==> src/verilog/cu_defines.svh <==
`ifndef CU_DEFINES_SVH
`define CU_DEFINES_SVH

// instruction word
`define CU_INSTR_W 16

// group field, selects one of four opcode groups
`define CU_GROUP_MSB 15
`define CU_GROUP_LSB 14

// function field inside a group
`define CU_FUNC_MSB 13
`define CU_FUNC_LSB 11

// picks INC or DEC within the shared R-type function
`define CU_VARIANT_BIT 10

// pipeline depth to empty before an interrupt push
`define CU_DRAIN_CYCLES 5

`endif
==> src/verilog/cu_isa_pkg.sv <==
`default_nettype none

`include "cu_defines.svh"

package cu_isa_pkg;

	typedef logic [`CU_INSTR_W-1:0] instr_t;
	typedef logic [`CU_FUNC_MSB-`CU_FUNC_LSB:0] func_t;

	typedef enum logic [1:0] {
		GROUP_RTYPE  = 2'b00,
		GROUP_ONE_OP = 2'b01,
		GROUP_TWO_OP = 2'b10,
		GROUP_BRANCH = 2'b11
	} instr_group_t;

	// codes as seen by the execute stage ALU
	typedef enum logic [3:0] {
		ALU_NOT  = 4'd0,
		ALU_INC  = 4'd1,
		ALU_DEC  = 4'd2,
		ALU_ADD  = 4'd3,
		ALU_SUB  = 4'd4,
		ALU_AND  = 4'd5,
		ALU_OR   = 4'd6,
		ALU_SHL  = 4'd7,
		ALU_SHR  = 4'd8,
		ALU_PASS = 4'd15
	} alu_op_t;

	// r-type functions, INC and DEC share one code
	localparam func_t FN_NOT    = 3'd0;
	localparam func_t FN_INCDEC = 3'd1;
	localparam func_t FN_ADD    = 3'd2;
	localparam func_t FN_SUB    = 3'd3;
	localparam func_t FN_AND    = 3'd4;
	localparam func_t FN_OR     = 3'd5;
	localparam func_t FN_SHL    = 3'd6;
	localparam func_t FN_SHR    = 3'd7;

	// one-operand group
	localparam func_t FN_NOP  = 3'd0;
	localparam func_t FN_SETC = 3'd1;
	localparam func_t FN_CLRC = 3'd2;
	localparam func_t FN_OUT  = 3'd3;
	localparam func_t FN_IN   = 3'd4;
	localparam func_t FN_PUSH = 3'd5;
	localparam func_t FN_POP  = 3'd6;

	// two-operand group
	localparam func_t FN_MOV = 3'd0;
	localparam func_t FN_LDM = 3'd1;
	localparam func_t FN_LDD = 3'd2;

	// branch group
	localparam func_t FN_JZ   = 3'd0;
	localparam func_t FN_JN   = 3'd1;
	localparam func_t FN_JC   = 3'd2;
	localparam func_t FN_JMP  = 3'd3;
	localparam func_t FN_CALL = 3'd4;
	localparam func_t FN_RET  = 3'd5;
	localparam func_t FN_RETI = 3'd6;

endpackage

`default_nettype wire

==> src/verilog/cu_ctrl_pkg.sv <==
`default_nettype none

package cu_ctrl_pkg;

	import cu_isa_pkg::*;

	// msb marks a taken-capable jump, low bits pick the flag
	typedef enum logic [2:0] {
		JUMP_NONE   = 3'b000,
		JUMP_ZERO   = 3'b100,
		JUMP_NEG    = 3'b101,
		JUMP_CARRY  = 3'b110,
		JUMP_ALWAYS = 3'b111
	} jump_sel_t;

	typedef enum logic [1:0] {
		CARRY_FROM_ALU = 2'b00,
		CARRY_SET      = 2'b01,
		CARRY_CLEAR    = 2'b10
	} carry_sel_t;

	typedef enum logic [1:0] {
		ADDR_NONE     = 2'b00,
		ADDR_REGISTER = 2'b01,
		ADDR_STACK    = 2'b10
	} mem_addr_sel_t;

	typedef enum logic [1:0] {
		SRC_FLAGS    = 2'b00,
		SRC_PC_HIGH  = 2'b01,
		SRC_PC_LOW   = 2'b10,
		SRC_REGISTER = 2'b11
	} mem_src_sel_t;

	typedef enum logic [1:0] {
		WB_IMMEDIATE = 2'b00,
		WB_MEMORY    = 2'b01,
		WB_ALU       = 2'b10
	} wb_sel_t;

	// multi-cycle operations requested by the decoder
	typedef enum logic [1:0] {
		SEQ_NONE = 2'b00,
		SEQ_CALL = 2'b01,
		SEQ_RET  = 2'b10,
		SEQ_RETI = 2'b11
	} seq_req_t;

	typedef enum logic [3:0] {
		ST_IDLE,
		ST_CALL_PUSH_LOW,
		ST_DRAIN,
		ST_PUSH_PC_HIGH,
		ST_PUSH_PC_LOW,
		ST_PUSH_FLAGS,
		ST_POP_PC_HIGH,
		ST_POP_PC_LOW,
		ST_PC_LOAD_WAIT,
		ST_PC_LOAD
	} seq_state_t;

	typedef struct packed {
		logic pc_enable;
		logic inport_sel;
		logic flush;
		logic pc_from_mem;
	} fetch_ctrl_t;

	typedef struct packed {
		alu_op_t    alu_op;
		jump_sel_t  jump_sel;
		carry_sel_t carry_sel;
		logic       flag_from_mem;
		logic       flag_enable;
	} ex_ctrl_t;

	typedef struct packed {
		logic          read;
		logic          write;
		logic          push;
		logic          pop;
		mem_addr_sel_t addr_sel;
		mem_src_sel_t  src_sel;
	} mem_ctrl_t;

	typedef struct packed {
		logic    reg_write;
		wb_sel_t wb_sel;
		logic    out_enable;
	} wb_ctrl_t;

	// bubble words, fetch keeps running
	localparam fetch_ctrl_t FETCH_NOP = '{
		pc_enable: 1'b1, inport_sel: 1'b0, flush: 1'b0, pc_from_mem: 1'b0};
	localparam ex_ctrl_t EX_NOP = '{
		alu_op: ALU_PASS, jump_sel: JUMP_NONE, carry_sel: CARRY_FROM_ALU,
		flag_from_mem: 1'b0, flag_enable: 1'b0};
	localparam mem_ctrl_t MEM_NOP = '{
		read: 1'b0, write: 1'b0, push: 1'b0, pop: 1'b0,
		addr_sel: ADDR_NONE, src_sel: SRC_FLAGS};
	localparam wb_ctrl_t WB_NOP = '{
		reg_write: 1'b0, wb_sel: WB_ALU, out_enable: 1'b0};

endpackage

`default_nettype wire

==> src/verilog/control_unit.sv <==
`timescale 1ns/1ps
`default_nettype none

module control_unit
	import cu_isa_pkg::*;
	import cu_ctrl_pkg::*;
(
	input  wire         clk,
	input  wire         reset,
	input  wire         interrupt,
	input  instr_t      instruction,
	output fetch_ctrl_t fetch_ctrl,
	output ex_ctrl_t    ex_ctrl,
	output mem_ctrl_t   mem_ctrl,
	output wb_ctrl_t    wb_ctrl
);

	// decoded words before the sequencer overrides them
	fetch_ctrl_t dec_fetch;
	ex_ctrl_t    dec_ex;
	mem_ctrl_t   dec_mem;
	wb_ctrl_t    dec_wb;
	seq_req_t    seq_req;

	instr_decoder u_decoder (
		.instruction (instruction),
		.dec_fetch   (dec_fetch),
		.dec_ex      (dec_ex),
		.dec_mem     (dec_mem),
		.dec_wb      (dec_wb),
		.seq_req     (seq_req)
	);

	control_sequencer u_sequencer (
		.clk        (clk),
		.reset      (reset),
		.interrupt  (interrupt),
		.seq_req    (seq_req),
		.dec_fetch  (dec_fetch),
		.dec_ex     (dec_ex),
		.dec_mem    (dec_mem),
		.dec_wb     (dec_wb),
		.fetch_ctrl (fetch_ctrl),
		.ex_ctrl    (ex_ctrl),
		.mem_ctrl   (mem_ctrl),
		.wb_ctrl    (wb_ctrl)
	);

endmodule

`default_nettype wire

==> src/verilog/control_sequencer.sv <==
`timescale 1ns/1ps
`default_nettype none

`include "cu_defines.svh"

module control_sequencer
	import cu_ctrl_pkg::*;
(
	input  wire         clk,
	input  wire         reset,
	input  wire         interrupt,
	input  seq_req_t    seq_req,
	input  fetch_ctrl_t dec_fetch,
	input  ex_ctrl_t    dec_ex,
	input  mem_ctrl_t   dec_mem,
	input  wb_ctrl_t    dec_wb,
	output fetch_ctrl_t fetch_ctrl,
	output ex_ctrl_t    ex_ctrl,
	output mem_ctrl_t   mem_ctrl,
	output wb_ctrl_t    wb_ctrl
);

	localparam int DRAIN_W = $clog2(`CU_DRAIN_CYCLES + 1);

	typedef logic [DRAIN_W-1:0] drain_cnt_t;

	localparam drain_cnt_t DRAIN_LAST = drain_cnt_t'(`CU_DRAIN_CYCLES - 1);

	seq_state_t state;
	seq_state_t next_state;
	drain_cnt_t drain_cnt;

	always_comb
	begin
		next_state = state;
		case (state)
			ST_IDLE:
			begin
				// interrupt wins over whatever is being decoded
				if (interrupt)
					next_state = ST_DRAIN;
				else if (seq_req == SEQ_CALL)
					next_state = ST_CALL_PUSH_LOW;
				else if (seq_req == SEQ_RET)
					next_state = ST_POP_PC_LOW;
				else if (seq_req == SEQ_RETI)
					next_state = ST_POP_PC_HIGH;
			end
			ST_CALL_PUSH_LOW:
				next_state = ST_IDLE;
			ST_DRAIN:
				if (drain_cnt == DRAIN_LAST)
					next_state = ST_PUSH_PC_HIGH;
			ST_PUSH_PC_HIGH:
				next_state = ST_PUSH_PC_LOW;
			ST_PUSH_PC_LOW:
				next_state = ST_PUSH_FLAGS;
			ST_PUSH_FLAGS:
				next_state = ST_IDLE;
			ST_POP_PC_HIGH:
				next_state = ST_POP_PC_LOW;
			ST_POP_PC_LOW:
				next_state = ST_PC_LOAD_WAIT;
			ST_PC_LOAD_WAIT:
				next_state = ST_PC_LOAD;
			default:
				next_state = ST_IDLE;
		endcase
	end

	always_ff @(posedge clk or negedge reset)
	begin
		if (!reset)
		begin
			state     <= ST_IDLE;
			drain_cnt <= '0;
		end
		else
		begin
			state <= next_state;
			if (state == ST_DRAIN)
				drain_cnt <= drain_cnt + 1'b1;
			else
				drain_cnt <= '0;
		end
	end

	always_comb
	begin
		fetch_ctrl = FETCH_NOP;
		ex_ctrl    = EX_NOP;
		mem_ctrl   = MEM_NOP;
		wb_ctrl    = WB_NOP;

		if (state == ST_IDLE)
		begin
			if (interrupt)
			begin
				// hold the pc and start squashing in-flight work
				fetch_ctrl.pc_enable = 1'b0;
				fetch_ctrl.flush     = 1'b1;
			end
			else
			begin
				fetch_ctrl = dec_fetch;
				ex_ctrl    = dec_ex;
				mem_ctrl   = dec_mem;
				wb_ctrl    = dec_wb;
				case (seq_req)
					SEQ_CALL:
					begin
						mem_ctrl.push    = 1'b1;
						mem_ctrl.src_sel = SRC_PC_HIGH;
						ex_ctrl.jump_sel = JUMP_ALWAYS;
					end
					SEQ_RET:
						mem_ctrl.pop = 1'b1;
					SEQ_RETI:
					begin
						mem_ctrl.pop          = 1'b1;
						ex_ctrl.flag_from_mem = 1'b1;
						ex_ctrl.flag_enable   = 1'b1;
					end
				endcase
			end
		end
		else
		begin
			// instruction input ignored, pc frozen
			fetch_ctrl.pc_enable = 1'b0;
			case (state)
				ST_CALL_PUSH_LOW, ST_PUSH_PC_LOW:
				begin
					mem_ctrl.push    = 1'b1;
					mem_ctrl.src_sel = SRC_PC_LOW;
				end
				ST_DRAIN:
					fetch_ctrl.flush = 1'b1;
				ST_PUSH_PC_HIGH:
				begin
					mem_ctrl.push    = 1'b1;
					mem_ctrl.src_sel = SRC_PC_HIGH;
				end
				ST_PUSH_FLAGS:
				begin
					mem_ctrl.push    = 1'b1;
					mem_ctrl.src_sel = SRC_FLAGS;
				end
				ST_POP_PC_HIGH, ST_POP_PC_LOW:
					mem_ctrl.pop = 1'b1;
				// popped pc reaches the memory stage output here
				ST_PC_LOAD:
					fetch_ctrl.pc_from_mem = 1'b1;
				default:
					fetch_ctrl.pc_from_mem = 1'b0;
			endcase
		end
	end

	// decoded stack ops and sequencer stack ops must not collide
	a_no_push_pop: assert property (@(posedge clk) disable iff (!reset)
		!(mem_ctrl.push && mem_ctrl.pop));

	a_pc_load_only: assert property (@(posedge clk) disable iff (!reset)
		fetch_ctrl.pc_from_mem |-> (state == ST_PC_LOAD));

endmodule

`default_nettype wire

==> src/verilog/instr_decoder.sv <==
`timescale 1ns/1ps
`default_nettype none

`include "cu_defines.svh"

module instr_decoder
	import cu_isa_pkg::*;
	import cu_ctrl_pkg::*;
(
	input  instr_t      instruction,
	output fetch_ctrl_t dec_fetch,
	output ex_ctrl_t    dec_ex,
	output mem_ctrl_t   dec_mem,
	output wb_ctrl_t    dec_wb,
	output seq_req_t    seq_req
);

	instr_group_t group;
	func_t        func;

	assign group = instr_group_t'(instruction[`CU_GROUP_MSB:`CU_GROUP_LSB]);
	assign func  = instruction[`CU_FUNC_MSB:`CU_FUNC_LSB];

	always_comb
	begin
		// start from a bubble, each class overrides what it needs
		dec_fetch = FETCH_NOP;
		dec_ex    = EX_NOP;
		dec_mem   = MEM_NOP;
		dec_wb    = WB_NOP;
		seq_req   = SEQ_NONE;

		case (group)
			GROUP_RTYPE:
			begin
				dec_ex.flag_enable = 1'b1;
				dec_wb.reg_write   = 1'b1;
				dec_wb.wb_sel      = WB_ALU;
				case (func)
					FN_NOT:
						dec_ex.alu_op = ALU_NOT;
					FN_INCDEC:
						dec_ex.alu_op = instruction[`CU_VARIANT_BIT] ? ALU_DEC : ALU_INC;
					FN_ADD:
						dec_ex.alu_op = ALU_ADD;
					FN_SUB:
						dec_ex.alu_op = ALU_SUB;
					FN_AND:
						dec_ex.alu_op = ALU_AND;
					FN_OR:
						dec_ex.alu_op = ALU_OR;
					FN_SHL:
						dec_ex.alu_op = ALU_SHL;
					FN_SHR:
						dec_ex.alu_op = ALU_SHR;
					default:
						dec_ex.alu_op = ALU_PASS;
				endcase
			end

			GROUP_ONE_OP:
			begin
				case (func)
					FN_SETC:
					begin
						dec_ex.carry_sel   = CARRY_SET;
						dec_ex.flag_enable = 1'b1;
					end
					FN_CLRC:
					begin
						dec_ex.carry_sel   = CARRY_CLEAR;
						dec_ex.flag_enable = 1'b1;
					end
					FN_OUT:
						dec_wb.out_enable = 1'b1;
					FN_IN:
					begin
						dec_fetch.inport_sel = 1'b1;
						dec_wb.reg_write     = 1'b1;
					end
					FN_PUSH:
					begin
						dec_mem.write    = 1'b1;
						dec_mem.push     = 1'b1;
						dec_mem.addr_sel = ADDR_STACK;
						dec_mem.src_sel  = SRC_REGISTER;
					end
					FN_POP:
					begin
						dec_mem.read     = 1'b1;
						dec_mem.pop      = 1'b1;
						dec_mem.addr_sel = ADDR_STACK;
						dec_mem.src_sel  = SRC_REGISTER;
						dec_wb.reg_write = 1'b1;
						dec_wb.wb_sel    = WB_MEMORY;
					end
					// NOP and the spare code stay a bubble
					default:
						dec_ex.alu_op = ALU_PASS;
				endcase
			end

			GROUP_TWO_OP:
			begin
				case (func)
					FN_MOV:
					begin
						dec_wb.reg_write = 1'b1;
						dec_wb.wb_sel    = WB_ALU;
					end
					// immediate sits in the next word, so squash it in fetch
					FN_LDM:
					begin
						dec_fetch.flush  = 1'b1;
						dec_wb.reg_write = 1'b1;
						dec_wb.wb_sel    = WB_IMMEDIATE;
					end
					FN_LDD:
					begin
						dec_mem.read     = 1'b1;
						dec_mem.addr_sel = ADDR_REGISTER;
						dec_wb.reg_write = 1'b1;
						dec_wb.wb_sel    = WB_MEMORY;
					end
					// STD and the old shift codes fall through as NOP
					default:
						dec_wb.reg_write = 1'b0;
				endcase
			end

			GROUP_BRANCH:
			begin
				case (func)
					FN_JZ:
						dec_ex.jump_sel = JUMP_ZERO;
					FN_JN:
						dec_ex.jump_sel = JUMP_NEG;
					FN_JC:
						dec_ex.jump_sel = JUMP_CARRY;
					FN_JMP:
						dec_ex.jump_sel = JUMP_ALWAYS;
					// stack and pc handling belong to the sequencer
					FN_CALL:
						seq_req = SEQ_CALL;
					FN_RET:
						seq_req = SEQ_RET;
					FN_RETI:
						seq_req = SEQ_RETI;
					default:
						seq_req = SEQ_NONE;
				endcase
			end

			default:
				seq_req = SEQ_NONE;
		endcase
	end

endmodule

`default_nettype wire

==> config.mk <==
export PLATFORM = sky130hd
export DESIGN_NAME = control_unit
export DESIGN_NICKNAME = d
export VERILOG_FILES = /design/src/verilog/cu_isa_pkg.sv /design/src/verilog/cu_ctrl_pkg.sv /design/src/verilog/control_unit.sv /design/src/verilog/control_sequencer.sv /design/src/verilog/instr_decoder.sv
export VERILOG_INCLUDE_DIRS = /design/src /design/src/verilog
export SDC_FILE = /design/constraint.sdc
export NUM_CORES = 1
export LEC_CHECK = 0
export BUFFER_PORTS_ARGS = -buffer_cell sky130_fd_sc_hd__buf_2
export CAP_MARGIN = 0
export CORE_AREA = 10 10 56 58
export CTS_CLUSTER_SIZE = 40
export DETAILED_ROUTE_END_ITERATION = 8
export DIE_AREA = 0 0 66 68
export PLACE_DENSITY = 0.93
export SYNTH_ARGS = -nofsm -noshare
export SYNTH_HDL_FRONTEND = slang
export SYNTH_SLANG_ARGS = --single-unit
==> constraint.sdc <==
create_clock -name clk -period 3.55 [get_ports clk]
set_input_delay 0.5325 -clock clk [delete_from_list [all_inputs] [get_ports clk]]
set_output_delay 0.5325 -clock clk [all_outputs]
set_load 0.05 [all_outputs]
==> metrics.csv <==
metric,value,unit
synth_seq_cells,7,
initial_core_util,46.3,%
ys.flop_type,dfrtp_1,
setup_viol,0,
antenna_cells,0,
grt_usage,12.4,%
grt_max_degree,18,
drv_cap,0,
cp_data_arrival_time,2.13,ns
crit_chain,"buf_2, xor2_1, nand3_1, ha_1, o41ai_2, buf_2",
dp_hpwl,2120,µm
p_per_area,599,nW/µm²
slowest_stage,o41ai_2,
gp_congestion,0.833,
drive_gt1_share,31.8,%
avgSynthCellArea,7.75,µm²
endpoint_kind,output port,
ctsHtreeMaxLevel,1,
clock_latency,0.25,ns
p_int,278,µW
firstDrtPassIters,4,
r2r_start,u_sequencer.state[1],
fin_tns_setup,0,ns
hold_viol_final,0,
die_w,66,µm
via_count,1011,
cts_hold_buf,0,
sequentialPowerShare,24.3,%
synth_mux_area_share,1.03,%
synthSimpleGateAreaFrac,36.2,%
synth_edf_count,0,
grt_pass1_vias,1056,
crit_path_start,instruction[11],
status,finished clean,
finClkSkew,0.00136,ns
critPathMaxStageDelay,0.34,ns
die_area,4490,µm²
cts_buffers,3,
fmax,376,MHz
p_sw,405,µW
routed_wl,2610,µm
viasPerCell,5.55,
drtIter0Drc,23,
numClockSinks,7,
worstMarginPinSlew,0.364,ns
antenna_found_initial,0,
crit_fanout,15,
synth_top_family_by_area,simple AND/OR/NAND/NOR gates,
peakVddDrop,0.306,mV
synthXorXnorAreaFrac,4.49,%
layout_setup_ws,0.892,ns
grt_pass1_wl,4540,µm
finalInstanceArea,1140,µm²
final_common_cell,buf_2,
cts_tree,done,
synth_compound_area_share,18.1,%
rsz0062_at_grt,false,
num_rows,17,
syn_inst,126,
wl_per_cell,14.3,µm
worstPathRequired,3.02,ns
slew_viol_final,0,
synth_cell_types,45,
p_clk_share,10.5,%
ant_nets,0,
syn_nets,154,
post_cts_buffers,0,
cts_root_buf,clkbuf_4,
cp_common_cell,buf_2,
num_io_pins,46,
finalNonFillerCells,182,
yosysWarningCount,0,
dp.cells,178,
relSlewSlack,75.1,%
sw_frac_of_total,59.2,%
hold_path.class,in2async,
layout_common_cells,"buf_2 (35), nor2_1 (13), inv_1 (9), ha_1 (9), nand3_1 (8)",
ys_seq_area_share,17.9,%
die_h,68,µm
final_nets,183,
cts_resized,0,
cts_max_path_buffers,2,
synth_fa_ha_area_share,11.5,%
grt.overflow.total,0,
place_area,1110,µm²
io_buffers,35,
fin_crit_sh,74.9,%
core-area,2110,µm²
path_clk_slew,0.05,ns
comb_power_share,65.2,%
dpl_worst_slack,0.901,ns
critical_path_class,in2out,
drc,0,
period_needed,2.66,ns
startpoint_type,input port,
synthArstFlopShare,100,%
netlist_area,976,µm²
area_growth,16.9,%
p_leak,0.533,nW
## synthesized netlist by cell type (2+ instances only)
cell	count	area share [%]
nand4b_1	2	1.8
a311oi_1	2	1.8
nor3_2	4	4.1
nor3_1	3	1.5
inv_1	9	3.5
o21ai_1	2	1.0
nand2_1	7	2.7
nand3_1	8	4.1
a21oi_1	5	2.6
xnor2_1	3	2.7
buf_6	3	3.5
nand3b_1	3	2.3
clkbuf_1	2	0.77
nor2b_1	5	3.2
nor2_1	13	5.0
buf_2	5	2.6
dfrtp_1	7	18
o21ai_0	3	1.5
nand2b_1	2	1.3
xor2_1	2	1.8
and3_2	3	2.3
a31oi_1	2	1.3
ha_1	9	12
## power by group through the flow
stage               clock network (mW)  logic, mW  registers (mW)
CTS                             0.0738      0.453           0.166
finish                          0.0716      0.446           0.166
global route                    0.0768      0.488           0.173
detailed placement                   0      0.451           0.167
floorplan                            0      0.425           0.118
global placement                     0      0.441           0.161
## critical path: cells and delay by family
family | cells | cell delay [ns]
xor gates and xnor gates | 1 | 0.26
and+or+nand+nor | 1 | 0.14
adders and majority gates | 1 | 0.30
buffers and inverters | 2 | 0.55
AOI/OAI and AO/OA | 1 | 0.34
## final timing paths
kind / slack, ns / endpoint / cells after the start
worst min-delay path: 0.10 / u_sequencer.drain_cnt[1] / 1
worst max register to register: 2.02 / u_sequencer.state[2] / 3
worst min register to register: 0.47 / u_sequencer.drain_cnt[0] / 1
max in group asynchronous: 3.30 / u_sequencer.state[3] / 1
worst max-delay path: 0.89 / mem_ctrl[1] / 6
min in group clk: 0.47 / u_sequencer.drain_cnt[0] / 1
## metal layers
metal	vias up	track usage, %	part of all wire (%)
met5	-	0	0
met4	0	6.81	2.1
met3	6	4.57	9.7
met2	38	20.7	46
met1	464	13.4	43
li1	503	-	-
## state kept, by name (all words and copies together) (netlist names)
signal,count
u_sequencer.drain_cnt,3
u_sequencer.state,4
## cell families after synthesis
kind of cell / Yosys count
adders and majority gates: 9
AOI/OAI and AO/OA: 25
buffers and inverters: 20
DFF: 7
and+or+nand+nor: 59
xor gates and xnor gates: 5
muxes: 1
## metrics by stage
| stage | hold WS (ns) | utilization (%) | total power, mW |
|---|---|---|---|
| 6_report | 0.101 | 54.2 | 0.683 |
| 5_1_grt | 0.107 | 54.2 | 0.738 |
| 4_1_cts | 0.101 | 54.2 | 0.693 |
| 3_5_place_dp | 0.370 | 52.9 | 0.619 |
| 3_3_place_gp | 0.363 | 52.9 | 0.602 |
| 2_1_floorplan | 0.237 | - | 0.543 |
## cell type report
| type | instances | area [µm²] |
|---|---|---|
| clock buffer | 4 | 26.3 |
| fill | 202 | 965 |
| inverter | 9 | 33.8 |
| multi-input combinational | 99 | 696 |
| sequential | 7 | 175 |
| tap | 28 | 35.0 |
| timing repair buffer | 35 | 175 |
Power figures use the tool's default switching activity.
